**config.mk**
```make
export PLATFORM = sky130hd
export DESIGN_NAME = flit_fifo
export DESIGN_NICKNAME = d
export VERILOG_FILES = /design/src/hdl/wh_link_pkg.sv /design/src/hdl/flit_fifo.sv
export SDC_FILE = /design/constraint.sdc
export NUM_CORES = 1
export LEC_CHECK = 0
export ABC_AREA = 1
export CAP_MARGIN = 20
export CORE_MARGIN = 1
export CORE_UTILIZATION = 35
export CTS_CLUSTER_DIAMETER = 30
export DETAILED_ROUTE_END_ITERATION = 8
export DONT_BUFFER_PORTS = 1
export SYNTH_ARGS = -nofsm -noshare
export SYNTH_HDL_FRONTEND = slang
export SYNTH_SLANG_ARGS = --single-unit
```
**constraint.sdc**
```tcl
create_clock -name clk_i -period 6.2 [get_ports clk_i]
set_input_delay 0.31 -clock clk_i [delete_from_list [all_inputs] [get_ports clk_i]]
set_output_delay 0.31 -clock clk_i [all_outputs]
set_load 0.02 [all_outputs]
```
**src/hdl/wh_link_pkg.sv**
```systemverilog
////////////////////////////////////////////////////////////
// wormhole link package
// flit, header flit and link bundle types for the
// cache wormhole side of the DMA bridge
////////////////////////////////////////////////////////////

package wh_link_pkg;

  // link flit width, also the DMA data width
  localparam int flit_width_c   = 32;
  localparam int cid_width_c    = 4;
  localparam int cord_width_c   = 6;
  // bounds the number of DMA ports at 4
  localparam int dma_id_width_c = 2;
  localparam int len_width_c    = 4;

  localparam int hdr_used_c = 1 + dma_id_width_c + cid_width_c + 2 * cord_width_c + len_width_c;

  typedef logic [flit_width_c-1:0] flit_t;

  // header flit, padding in the top bits
  typedef struct packed {
    logic [flit_width_c-hdr_used_c-1:0] unused;
    logic                               write_not_read;
    logic [dma_id_width_c-1:0]          dma_id;
    logic [cid_width_c-1:0]             cid;
    logic [cord_width_c-1:0]            src_cord;
    logic [cord_width_c-1:0]            dest_cord;
    logic [len_width_c-1:0]             len;
  } wh_header_t;

  typedef struct packed {
    logic  v;
    flit_t data;
  } wh_link_t;

endpackage

```
**src/hdl/flit_fifo.sv**
```systemverilog
////////////////////////////////////////////////////////////
// flit FIFO
// circular flit buffer on the incoming link, valid/ready
////////////////////////////////////////////////////////////

`timescale 1ns/100ps

module flit_fifo
  import wh_link_pkg::*;
  #(parameter int fifo_els_p = 8)
  (
    input  logic  clk_i,
    input  logic  reset_i,
    input  logic  in_v_i,
    input  flit_t in_flit_i,
    output logic  in_ready_o,
    output logic  out_v_o,
    output flit_t out_flit_o,
    input  logic  out_ready_i
  );

  localparam int ptr_w_lp = (fifo_els_p > 1) ? $clog2(fifo_els_p) : 1;
  localparam int cnt_w_lp = $clog2(fifo_els_p + 1);

  flit_t               mem_r [fifo_els_p];
  logic [ptr_w_lp-1:0] wr_ptr_r, rd_ptr_r;
  logic [cnt_w_lp-1:0] count_r;
  logic                en_r;
  logic                full, push, pop;

  assign full       = (count_r == cnt_w_lp'(fifo_els_p));
  // a pop frees the slot in the same cycle when full
  assign in_ready_o = en_r & (~full | out_ready_i);
  assign out_v_o    = (count_r != '0);
  assign out_flit_o = mem_r[rd_ptr_r];
  assign push       = in_v_i & in_ready_o;
  assign pop        = out_v_o & out_ready_i;

  always_ff @(posedge clk_i) begin
    if (reset_i) begin
      wr_ptr_r <= '0;
      rd_ptr_r <= '0;
      count_r  <= '0;
      en_r     <= 1'b0;
    end else begin
      en_r <= 1'b1;
      if (push) begin
        wr_ptr_r <= (wr_ptr_r == ptr_w_lp'(fifo_els_p - 1)) ? '0 : wr_ptr_r + 1'b1;
      end
      if (pop) begin
        rd_ptr_r <= (rd_ptr_r == ptr_w_lp'(fifo_els_p - 1)) ? '0 : rd_ptr_r + 1'b1;
      end
      count_r <= count_r + cnt_w_lp'(push) - cnt_w_lp'(pop);
    end
  end

  always_ff @(posedge clk_i) begin
    if (push) begin
      mem_r[wr_ptr_r] <= in_flit_i;
    end
  end

endmodule

```
# ---- Word level (Yosys, flattened, before mapping)
# Memory sizes are Yosys's and may differ from the RTL's. A register that Yosys moved wholly into a read port is not among the register bits.
# Cells that the tools add are included.
# W data, S select, Z words.
dict set report word_totals {
  input_bits 36
  elab_cells 25
  register_bits 11
  mem_bits_rw 256
  output_inout_bits 34
  memories 1
}
dict set report op_classes {
  reduce_logical 1
  n_addsub 4
  eq_ne 3
  n_mux 7
  n_bitwise 5
}
# memory words width read_ports rd_clocked_by_memory_dff write_ports line_no
set memory_table {}
lappend memory_table {mem_r 8 32 1 1 1 flit_fifo.sv:25} ;# flit_t mem_r [fifo_els_p];
# cell count
set ops {}
lappend ops {{$mux W3} 4}
lappend ops {{$add A3 B1 Y3 const B} 2}
lappend ops {{$eq A3 B3 Y1 const B} 2}
lappend ops {{$add A4 B1 Y4} 1}
lappend ops {{$eq A4 B4 Y1 const B} 1}
lappend ops {{$reduce_bool A4 Y1} 1}
lappend ops {{$sub A4 B1 Y4} 1}
lappend ops {{$and A1 B1 Y1} 3}
lappend ops {{$mux W1} 3}
lappend ops {{$not A1 Y1} 1}
lappend ops {{$or A1 B1 Y1} 1}

# ---- Longest topological paths before layout
dict set report depth {
  depth_word 7
  ltp_mapped 14
}

# ---- Worst setup path after synthesis
# OpenSTA, ideal clock, no wires.
dict set report synth_path {
  path_kind {register -> register}
  startpoint {register count_r[2]}
  endpoint {memory mem_r[6][0] in the netlist's numbering, enable pin}
  setup_slack_ns 2.549
  stages_incl_launch_ff 9
  setup_time_ns 0.461
  arrival_time_ns 3.189
  period_less_slack_ns 3.651
  path_buffers 1
  cell_sequence {dfxtp_1 > inv_1 > ha_1 > inv_1 > nor2_1 > nand2_1 > nand3_1 > buf_2 > nor3_1}
}
dict set report synth_via {
  elab_chain_cells 7
}
# item line_no
set synth_rtl {}
lappend synth_rtl {{start, declared} flit_fifo.sv:27} ;# logic [cnt_w_lp-1:0] count_r;
lappend synth_rtl {{start signal, assigned} flit_fifo.sv:53} ;# count_r <= count_r + cnt_w_lp'(push) - cnt_w_lp'(pop);
lappend synth_rtl {{$eq A4 B4 Y1} flit_fifo.sv:31} ;# assign full = (count_r == cnt_w_lp'(fifo_els_p));
lappend synth_rtl {{$not A1 Y1} flit_fifo.sv:33} ;# assign in_ready_o = en_r & (~full | out_ready_i);
lappend synth_rtl {{$or A1 B1 Y1} flit_fifo.sv:33}
lappend synth_rtl {{$and A1 B1 Y1} flit_fifo.sv:33}
lappend synth_rtl {{$and A1 B1 Y1} flit_fifo.sv:36} ;# assign push = in_v_i & in_ready_o;
lappend synth_rtl {{$mux W1} flit_fifo.sv:58} ;# if (push) begin
lappend synth_rtl {{$mux W1 (not written as such)} flit_fifo.sv:59} ;# mem_r[wr_ptr_r] <= in_flit_i;
lappend synth_rtl {{end, declared} flit_fifo.sv:25}
# Every way passes these cells.

==> impl_metrics.csv <==
group,metric,value,unit
run_status,status,"complete, no violations",
power_and_ir_drop,vdd_ir_drop_max,0.208,mV
timing,period_share,0.533,
route,drc,0,
clock_network,ctsResizeCount,0,
yosys,syn_area,0.0110,mm²
die,dieWidth,179,µm
worst_setup_path,criticalPathCategory,"reg2out",
yosys,synth_seq_cells,270,
yosys,ys_warn_count,0,
worst_setup_path,arrival,2.99,ns
clock_network,clock-sinks,270,
worst_setup_path,r2r-start,"count_r[2]$_SDFF_PP0_",
route,ant_nets,0,
layout,num-fill-cells,2805,
yosys,synth_nets,995,
timing,drv_slew,0,
global_route,grt_util_all_layers,0.157,
placement,place_congestion,0.715,
timing,tightest_slew,1.04,ns
worst_hold_path,min_from,"in_v_i",
clock_network,postCtsSetupBuffers,0,
route,drt-initial-drc-count,384,
worst_hold_path,min_path_cells,3,
worst_setup_path,reg2reg_slack,3.56,ns
yosys,syn_area_per_cell,11.6,µm²
die,initial_utilization,0.357,
worst_setup_path,required,5.89,ns
die,rows,64,
global_route,grt_pass1_wl,38000,µm
die,core_region_area,0.0307,mm²
layout,drive_gt1_frac,0.0894,
timing,finClkSkew,0.0208,ns
placement,portBuffers,0,
timing,max_freq,0.303,GHz
clock_network,cts_root_buf,"clkbuf_16",
route,first_pass_iters,4,
job,drv_cap,0,
clock_network,clkLatencyLatePin,0.53,ns
worst_setup_path,cp-end-kind,"primary output",
yosys,synthesis.instances,948,
clock_network,cts_buffer_depth,3,
clock_network,cts_buffers,45,
worst_setup_path,cp_max_fo,108,
worst_setup_path,worst_setup_path_start_kind,"register",
worst_setup_path,reg2reg_to,"count_r[2]$_SDFF_PP0_",
power_and_ir_drop,p_per_area,445,mW/mm²
die,dieArea,0.0320,mm²
layout,mostFrequentLayoutCell,"nor2_1",
yosys,synth_cell_type_count,22,
worst_setup_path,rr_worst_depth,13,
global_route,antenna_found_initial,1,
route,wl_per_cell,17.1,µm
global_route,grt_pass1_vias,6684,
timing,finalWorstSetupSlack,2.90,ns
clock_network,cts_tree,"done",
clock_network,htree_levels,2,
worst_hold_path,hold_end,"wr_ptr_r[2]$_SDFFE_PP0P_",
placement,dp_worst_setup_slack,3.42,ns
timing,fin_setup_tns,0,ns
layout,final_cell_mix,"nor2_1 (272), edfxtp_1 (256), nand2_1 (176)",
layout,areaGrowthSynthToFinish,19.7,%
timing,finalHoldViolations,0,
die,die_y,179,µm
timing,setup_viol,0,
worst_hold_path,hold_class,"in2reg",
layout,fin_nets,1040,
yosys,ys_seq_area_frac,0.727,
timing,max_slew_margin,0.306,
die,ioPinCount,70,
power_and_ir_drop,leakagePower,4.81,nW
clock_network,cts_hold_buffers,33,
timing,min_period,3.30,ns
route,wl,24400,µm
global_route,grt_remaining_overflow,0,
clock_network,clkTransAtPathRegs,0.04,ns
route,num_vias,6720,
timing,rsz0062_at_grt,"false",
route,via_per_inst,4.71,
placement,dp_hpwl,11700,µm
power_and_ir_drop,power,0.00583,W
global_route,grt_max_degree,109,
-- sequential cells by signal, indices dropped and copies added, names as in the netlist, named ones only --
register  flops
count_r       4
wr_ptr_r      3
rd_ptr_r      3
en_r          1
mem_r       256
-- Yosys cell counts, drive strengths merged --
| master | instances | area, µm² |
|---|---|---|
| nand4 | 3 | 18.8 |
| nand2 | 176 | 661 |
| xor2 | 1 | 8.76 |
| ha | 10 | 125 |
| fa | 1 | 20.0 |
| a21boi | 1 | 7.51 |
| clkbuf | 14 | 62.6 |
| inv | 21 | 78.8 |
| dfxtp | 14 | 280 |
| nor3 | 8 | 40.0 |
| edfxtp | 256 | 7690 |
| buf | 35 | 263 |
| a21oi | 2 | 10.0 |
| o21ai | 131 | 656 |
| nor2 | 272 | 1020 |
| nand3 | 3 | 15.0 |
-- area by class of cell --
type                       instances  area [µm²]  share of cell area
antenna                            1        2.50            0.000191
clock buffer                      52        1190              0.0912
clock inverter                    31         307              0.0234
inverter                          21        78.8             0.00601
multi-input combinational        608        2620               0.200
sequential                       270        7970               0.608
tap                              396         495              0.0378
timing repair buffer              47         435              0.0332
-- worst max-delay path by stage --
stage	start	endpoint	slack, ns
after global placement	register	out_flit_o[24]	3.45
after detailed placement	register	out_flit_o[24]	3.42
after floorplan	count_r[2]$_SDFF_PP0_	mem_r[6][0]$_DFFE_PP_	2.55
after CTS	register	out_flit_o[24]	2.87
after global routing	register	out_flit_o[29]	2.61
final	register	out_flit_o[24]	2.90
-- kinds of logic (layout without fill, tap and decap cells) --
family / after synthesis / count (layout) / share of synthesized area
AND/OR/NAND/NOR: 462 / 462 / 0.160
other: 0 / 1 / 0
XOR/XNOR: 1 / 1 / 0.000800
adder cells (fa/ha/maj): 11 / 11 / 0.0132
buffers and inverters: 70 / 151 / 0.0369
AO/OA/AOI/OAI: 134 / 134 / 0.0615
flip-flops: 270 / 270 / 0.727
-- per-stage QoR --
step | cell area (µm²) | hold WS, ns | std cells | utilization
2_1_floorplan | 11000 | 0.377 | 948 | -
3_3_place_gp | 11300 | 0.377 | 1309 | 0.368
3_5_place_dp | 11300 | 0.383 | 1309 | 0.368
4_1_cts | 13100 | 0.000487 | 1425 | 0.427
5_1_grt | 13100 | 0.0219 | 1426 | 0.427
6_report | 13100 | 0.0233 | 1426 | 0.427
-- worst max-delay path, cell delays in order, from the launching register on --
cell	delay, ns
dfxtp_4	0.52
inv_2	0.35
buf_4	0.86
o21ai_0	0.27
nand2_1	0.12
nand2_1	0.05
nand2_1	0.22
-- power breakdown --
part	switching, W	internal [W]
sequential	0.0000609	0.00207
combinational	0.000953	0.000328
clock	0.000805	0.00162
total	0.00182	0.00402
-- per-layer routing --
layer | global-route usage | part of all wire
met5 | 0 | 0
met4 | 0.0533 | 0.020
met3 | 0.0411 | 0.055
met2 | 0.262 | 0.48
met1 | 0.198 | 0.44
Note: power is estimated with default switching activity, not from simulation.
