File: src/hdl/wh_link_pkg.sv
////////////////////////////////////////////////////////////
// wormhole link package
// flit, header flit and link bundle types for the
// cache wormhole side of the DMA bridge
////////////////////////////////////////////////////////////

package wh_link_pkg;

  // link flit width, also the DMA data width
  localparam int flit_width_c   = 32;
  localparam int cid_width_c    = 4;
  localparam int cord_width_c   = 6;
  // bounds the number of DMA ports at 4
  localparam int dma_id_width_c = 2;
  localparam int len_width_c    = 4;

  localparam int hdr_used_c = 1 + dma_id_width_c + cid_width_c + 2 * cord_width_c + len_width_c;

  typedef logic [flit_width_c-1:0] flit_t;

  // header flit, padding in the top bits
  typedef struct packed {
    logic [flit_width_c-hdr_used_c-1:0] unused;
    logic                               write_not_read;
    logic [dma_id_width_c-1:0]          dma_id;
    logic [cid_width_c-1:0]             cid;
    logic [cord_width_c-1:0]            src_cord;
    logic [cord_width_c-1:0]            dest_cord;
    logic [len_width_c-1:0]             len;
  } wh_header_t;

  typedef struct packed {
    logic  v;
    flit_t data;
  } wh_link_t;

endpackage

File: src/hdl/cache_dma_pkg.sv
////////////////////////////////////////////////////////////
// cache DMA package
// opcode and packet types for the cache DMA ports
////////////////////////////////////////////////////////////

package cache_dma_pkg;

  // block address width
  localparam int addr_width_c = 12;

  typedef enum logic {
    DMA_READ  = 1'b0,
    DMA_WRITE = 1'b1
  } dma_op_e;

  // one DMA request, opcode over block address
  typedef struct packed {
    dma_op_e                 op;
    logic [addr_width_c-1:0] addr;
  } dma_pkt_t;

endpackage

File: src/hdl/wh_dma_request_fsm.sv
////////////////////////////////////////////////////////////
// wormhole to DMA request FSM
// decodes request packets into DMA packets and evict data,
// keeps the per-port return tag table
////////////////////////////////////////////////////////////

`timescale 1ns/100ps

module wh_dma_request_fsm
  import wh_link_pkg::*;
  import cache_dma_pkg::*;
  #(parameter int num_dma_p   = 4,
    parameter int block_len_p = 4)
  (
    input  logic                      clk_i,
    input  logic                      reset_i,
    input  logic                      flit_v_i,
    input  flit_t                     flit_i,
    output logic                      flit_ready_o,
    output logic [num_dma_p-1:0]      dma_pkt_v_o,
    output dma_pkt_t                  dma_pkt_o,
    input  logic [num_dma_p-1:0]      dma_pkt_ready_i,
    output logic [num_dma_p-1:0]      evict_v_o,
    output flit_t                     evict_data_o,
    input  logic [num_dma_p-1:0]      evict_ready_i,
    input  logic [dma_id_width_c-1:0] tag_sel_i,
    output logic [cid_width_c-1:0]    tag_cid_o,
    output logic [cord_width_c-1:0]   tag_cord_o
  );

  localparam int cnt_w_lp = (block_len_p > 1) ? $clog2(block_len_p) : 1;

  typedef enum logic [1:0] {
    IDLE,
    DMA_PKT,
    EVICT
  } req_state_e;

  req_state_e                state_r, state_n;
  wh_header_t                hdr_in;
  dma_op_e                   op_r;
  logic [dma_id_width_c-1:0] port_r;
  logic [cnt_w_lp-1:0]       beat_r;
  logic                      last_beat;
  logic                      tag_we;

  // return tags, one entry per port
  logic [cid_width_c-1:0]  cid_r  [num_dma_p];
  logic [cord_width_c-1:0] cord_r [num_dma_p];

  assign hdr_in     = flit_i;
  assign last_beat  = (beat_r == cnt_w_lp'(block_len_p - 1));
  assign tag_cid_o  = cid_r[tag_sel_i];
  assign tag_cord_o = cord_r[tag_sel_i];

  // address flit and evict data come straight off the FIFO head
  assign dma_pkt_o.op   = op_r;
  assign dma_pkt_o.addr = flit_i[addr_width_c-1:0];
  assign evict_data_o   = flit_i;

  always_comb begin
    state_n      = state_r;
    flit_ready_o = 1'b0;
    dma_pkt_v_o  = '0;
    evict_v_o    = '0;
    tag_we       = 1'b0;
    case (state_r)
      IDLE: begin
        flit_ready_o = 1'b1;
        if (flit_v_i) begin
          tag_we  = 1'b1;
          state_n = DMA_PKT;
        end
      end
      DMA_PKT: begin
        dma_pkt_v_o[port_r] = flit_v_i;
        flit_ready_o        = dma_pkt_ready_i[port_r];
        if (flit_v_i && dma_pkt_ready_i[port_r]) begin
          state_n = (op_r == DMA_WRITE) ? EVICT : IDLE;
        end
      end
      EVICT: begin
        evict_v_o[port_r] = flit_v_i;
        flit_ready_o      = evict_ready_i[port_r];
        if (flit_v_i && evict_ready_i[port_r] && last_beat) begin
          state_n = IDLE;
        end
      end
      default: state_n = IDLE;
    endcase
  end

  always_ff @(posedge clk_i) begin
    if (reset_i) begin
      state_r <= IDLE;
      op_r    <= DMA_READ;
      port_r  <= '0;
      beat_r  <= '0;
    end else begin
      state_r <= state_n;
      if (tag_we) begin
        op_r   <= hdr_in.write_not_read ? DMA_WRITE : DMA_READ;
        port_r <= hdr_in.dma_id;
      end
      if (state_r == EVICT && flit_v_i && evict_ready_i[port_r]) begin
        beat_r <= last_beat ? '0 : beat_r + 1'b1;
      end
    end
  end

  always_ff @(posedge clk_i) begin
    if (tag_we) begin
      cid_r[hdr_in.dma_id]  <= hdr_in.cid;
      cord_r[hdr_in.dma_id] <= hdr_in.src_cord;
    end
  end

endmodule

File: config.mk
export PLATFORM = sky130hd
export DESIGN_NAME = wh_dma_request_fsm
export DESIGN_NICKNAME = d
export VERILOG_FILES = /design/src/hdl/wh_link_pkg.sv /design/src/hdl/cache_dma_pkg.sv /design/src/hdl/wh_dma_request_fsm.sv
export SDC_FILE = /design/constraint.sdc
export NUM_CORES = 1
export LEC_CHECK = 0
export ABC_AREA = 1
export BUFFER_PORTS_ARGS = -buffer_cell sky130_fd_sc_hd__buf_2
export CAP_MARGIN = 20
export CORE_UTILIZATION = 50
export CTS_BUF_LIST = sky130_fd_sc_hd__clkbuf_16
export CTS_CLUSTER_DIAMETER = 200
export DETAILED_ROUTE_END_ITERATION = 8
export PLACE_DENSITY = 0.86
export SYNTH_ARGS = -nofsm -noshare
export SYNTH_HDL_FRONTEND = slang
export SYNTH_SLANG_ARGS = --single-unit
File: constraint.sdc
create_clock -name clk_i -period 3 [get_ports clk_i]
set_input_delay 0 -clock clk_i [delete_from_list [all_inputs] [get_ports clk_i]]
set_output_delay 0 -clock clk_i [all_outputs]
set_load 0.05 [all_outputs]
# Word-level counts from Yosys, hierarchy flattened
# Memory sizes are Yosys's and may differ from the RTL's.
# Index checks and enable logic that the tools add are counted.
[totals]
regBits = 7
mem_bits_rw = 40
input_bits = 45
out_inout_bits = 64
elab_cells = 44
memories = 2
[memory_table]
columns = ["memory", "words", "word_bits", "rd", "rd_ports_with_merged_regs", "write_ports", "line_no", "rtl"]
rows = [
  ["cord_r", 4, 6, 1, 0, 1, "wh_dma_request_fsm.sv:49", "logic [cord_width_c-1:0] cord_r [num_dma_p];"],
  ["cid_r", 4, 4, 1, 0, 1, "wh_dma_request_fsm.sv:48", "logic [cid_width_c-1:0] cid_r [num_dma_p];"],
]
[op_classes]
add_sub_neg = 1
magnitude_cmp = 2
eq_ne = 6
mux = 20
bitwise_logic = 1
n_reduce_logical = 8
[ops]
columns = ["cell", "count"]
rows = [
  ["2-to-1 mux 2 bit", 5],
  ["2-to-1 mux 1 bit", 8],
  ["2-to-1 mux 4 bit", 2],
  ["logical AND 1 bit", 6],
  ["!= test 2 bit, second input constant", 3],
  ["one-hot mux 2 bit (3 select lines)", 1],
  ["AND 4 bit", 1],
  ["binary-select mux 1 bit (select 2 bit)", 2],
  ["== test 2 bit, second input constant", 2],
  ["< comparator 2 x 3 -> 1 bit, second input constant", 1],
  ["one-hot mux 1 bit (3 select lines)", 1],
  ["AND reduction 3 bit", 1],
  ["adder 2 x 1 -> 2 bit, second input constant", 1],
  ["demux 1 bit (select 2 bit)", 1],
  ["== test 2 x 1 -> 1 bit, second input constant", 1],
  [">= comparator 2 x 1 -> 1 bit, second input constant", 1],
  ["logical NOT 2 bit", 1],
]

# Logic depth before layout (Yosys ltp)
[depth]
ltp_word = 6
ltp_mapped = 10
ltp_nobuf = 9

# Worst setup path before layout
# No wires, ideal clock.
[synth_timing]
path_kind = "reg-to-reg"
start = "register state_r[0]"
end = "memory cid_r[2][0] (enable)"
t_arrival_ns = 1.361
path_slack_ns = 1.249
stages_incl_launch_ff = 4
n_path_buf = 0
period_less_slack_ns = 1.751
path_cell_list = "dfxtp_1 > nor2_1 > nand2_1 > nor3_1"
[synth_between]
elab_chain_len = 4
[synth_rtl]
columns = ["item", "line_no", "rtl"]
rows = [
  ["from (decl)", "wh_dma_request_fsm.sv:39", "req_state_e state_r, state_n;"],
  ["from (signal assigned)", "wh_dma_request_fsm.sv:100", "state_r <= state_n;"],
  ["logical NOT 2 bit", "wh_dma_request_fsm.sv:67", "case (state_r)"],
  ["2-to-1 mux 1 bit", "wh_dma_request_fsm.sv:67", ""],
  ["2-to-1 mux 1 bit", "wh_dma_request_fsm.sv:112", "if (tag_we) begin"],
  ["2-to-1 mux 1 bit (not written as such)", "wh_dma_request_fsm.sv:113", "cid_r[hdr_in.dma_id] <= hdr_in.cid;"],
  ["to (decl)", "wh_dma_request_fsm.sv:48", ""],
]
# Every way passes these cells.

# Worst setup path after layout
[layout_timing]
start = "register state_r[0]"
end = "memory cord_r[3][3] (enable)"
[layout_between]
elab_chain_len = 4
[layout_rtl]
columns = ["item", "line_no", "rtl"]
rows = [
  ["logical NOT 2 bit", "wh_dma_request_fsm.sv:67", ""],
  ["2-to-1 mux 1 bit", "wh_dma_request_fsm.sv:67", ""],
  ["2-to-1 mux 1 bit", "wh_dma_request_fsm.sv:112", ""],
  ["2-to-1 mux 1 bit (not written as such)", "wh_dma_request_fsm.sv:114", "cord_r[hdr_in.dma_id] <= hdr_in.src_cord;"],
  ["to (decl)", "wh_dma_request_fsm.sv:49", ""],
]
# Every way passes these cells.

==> flow_summary.ini <==
[worst_setup_path]
r2r_cells = 3
crit_type = reg2reg
critPathLaunchType = register
rr_startpoint = state_r[0]
crit_path_start = state_r[0]
endpoint_kind = register
r2r_end = cord_r[3][3]
cp.required_ns = 2.90
critical_path.endpoint = cord_r[3][3]
crit_fanout = 10
critical_path_arrival_ns = 1.60
r2r_slack_ns = 1.29

[layout]
final_cell_area_um2 = 2570
drive_gt1_share_pct = 29.3
fin_util_pct = 58.5
fin_nets = 301
num_antenna_cells = 0
syn2layout_area_growth_pct = 11.0

[die]
num_rows = 24
die-area_um2 = 4900
die_h_um = 70.0
die_w_um = 70.0
io_pins = 109
start_util_pct = 52.7
coreArea_um2 = 4380

[cts]
cts_sinks = 47
cts_made_buffers = 5
tritoncts = yes
cts_buffer_depth = 2
htreeDepth = 2
clk_latency_ns = 0.27
cts_setup_buffers = 0
clkTransAtPathRegs_ns = 0.06
root_buffer = clkbuf_16

[timing]
worstMarginPinSlew_ns = 0.928
fmax_mhz = 586
fin_tns_setup_ns = 0
hold_viol_final = 0
fin_hold_ws_ns = 0.0000193
slew_violations = 0
finalSetupViolations = 0
slew_headroom_pct = 37.9
finalCritPeriodShare_pct = 56.9
finalCriticalPeriod_ns = 1.71
clock_skew_ns = 0.00228
grt_setup_unrepaired = no

[pwr]
swShare_pct = 26.9
cellLeakagePower_uw = 0.00104
power_frac_seq_pct = 49.5
combPwrFrac_pct = 17.2
clkPwrFrac_pct = 33.3
peakVddDrop_mv = 0.354
internal-power_uw = 1110
p_per_area_nw_per_um2 = 590
power_switching_uw = 407

[logic_synthesis]
yosysMostFrequentCell = buf_4
synthTopCellsByCount = 45 x buf_4, 40 x edfxtp_1, 40 x nor2_1, 24 x o21ai_0, 20 x nand2_1
yosys.area.top_type_share_pct = 52.0
synth_area_um2 = 2310
synth.distinct_cells = 22
ys_top_cells_by_area = edfxtp_1 52%, buf_4 15%, nor2_1 6.5%, dfxtp_1 6.1%, o21ai_0 5.2%
synth_flop_cell = edfxtp_1
synth_nets = 273
seq_area_frac_synth_pct = 58.0
syn_inst = 227
synth-async-reset-ratio_pct = 0
ys_ff_latch = 47
ys.warnings.count = 0
synth_edf_count = 40
avgSynthCellArea_um2 = 10.2
synth_area_leader_cell = edfxtp_1

[drt]
dr.pass1.iters = 4
num_vias = 1568
ant_nets = 0
drc = 0
wire_per_inst_um = 13.4
wirelength_um = 4110
drt_iter0_drc = 83
via_per_inst = 5.09

[run_status]
status = complete, no violations

[global_route]
gr-total-overflow = 0
grt_pass1_vias = 1474
grt_pass1_wl_um = 6720
grt_max_degree = 22
track_usage_pct = 17.8
antenna_found_initial = 0

[place]
gp_congestion = 0.848
portBuffers = 60
dp_hpwl_um = 2810
place_area_um2 = 2320

[job]
cap_violations = 0

[worst_hold_path]
hold_class = in2out
## critical path, stage by stage, from the launching register on
cell and delay, ns:
dfxtp_1 0.34, nor2_1 0.14, nand3_1 0.12, nor2_1 0.72
## what timing repair did
item | CTS | global route
endpoints found under the hold margin | 42 | 0
resized for setup | 0 | 0
hold buffers | 11 | 0
## cells in the final DEF, fill, tap and decap left out
| cell type | count |
|---|---|
| inv_6 | 1 |
| o21ai_0 | 24 |
| a21oi_1 | 4 |
| ha_1 | 1 |
| nand3_2 | 2 |
| clkinv_2 | 1 |
| nand2_2 | 2 |
| nor3_1 | 2 |
| or2_2 | 1 |
| clkbuf_16 | 5 |
| nand2_1 | 20 |
| inv_1 | 11 |
| clkinv_1 | 2 |
| a21oi_2 | 1 |
| dfxtp_1 | 7 |
| nor2_1 | 40 |
| nand3_1 | 8 |
| dlygate4sd3_1 | 11 |
| o22ai_1 | 10 |
| a22o_1 | 1 |
| buf_2 | 60 |
| buf_4 | 2 |
| edfxtp_1 | 40 |
## how the worst min path moves through the flow
stage | start | end | slack [ns] | cells past startpoint
2_1_floorplan | reset_i | state_r[0] | 0.06 | 1
3_3_place_gp | flit_i[23] | evict_data_o[23] | 0.0003 | 0
3_5_place_dp | flit_i[23] | evict_data_o[23] | 0.0003 | 0
4_1_cts | flit_i[23] | evict_data_o[23] | 0.0003 | 0
5_1_grt | flit_i[25] | evict_data_o[25] | 0.00007 | 0
6_report | flit_i[25] | evict_data_o[25] | 0.00002 | 0
## power groups by stage
stage	Combinational [µW]	Clock [µW]	Sequential, µW
floorplan	306	0	758
global placement	245	0	761
detailed placement	249	0	763
CTS	261	512	749
global route	280	541	752
finish	260	505	749
## registers in the layout, summed over array words and instances (netlist names)
signal,cells
cid_r,16
op_r,1
state_r,2
cord_r,24
port_r,2
beat_r,2
## layout make-up
class                   count  area [µm²]
clock buffers               5         125
clock inverters             3        12.5
fillers                   357        1820
inverters                  12        50.0
multi-input cells         116         547
flip-flops and latches     47        1340
well taps                  52        65.1
repair buffers             73         425
## cell families (layout without fill, tap and decap cells)
family	count (synthesis)	count (layout)	synth area share, %
AO/OA/AOI/OAI	40	40	9.53
adder cells (fa/ha/maj)	1	1	0.541
buffers and inverters	64	93	18.3
flip-flops	47	47	58.0
AND/OR/NAND/NOR	75	75	13.6
## routing by layer
| metal | routed length, µm | GRT usage [%] | up-vias |
|---|---|---|---|
| met2 | 2020 | 30.4 | 58 |
| met4 | 40 | 6.67 | 0 |
| met1 | 1830 | 21.8 | 719 |
| li1 | - | - | 787 |
| met3 | 220 | 4.18 | 4 |
| met5 | 0 | 0 | - |
## stage by stage
stage               total power (µW)  setup WS (ns)  cells
floorplan                       1060           1.25    227
finish                          1510           1.29    308
global route                    1570           1.12    308
detailed placement              1010           1.30    289
global placement                1010           1.38    289
CTS                             1520           1.25    308
Note: power is estimated with default switching activity, not from simulation.
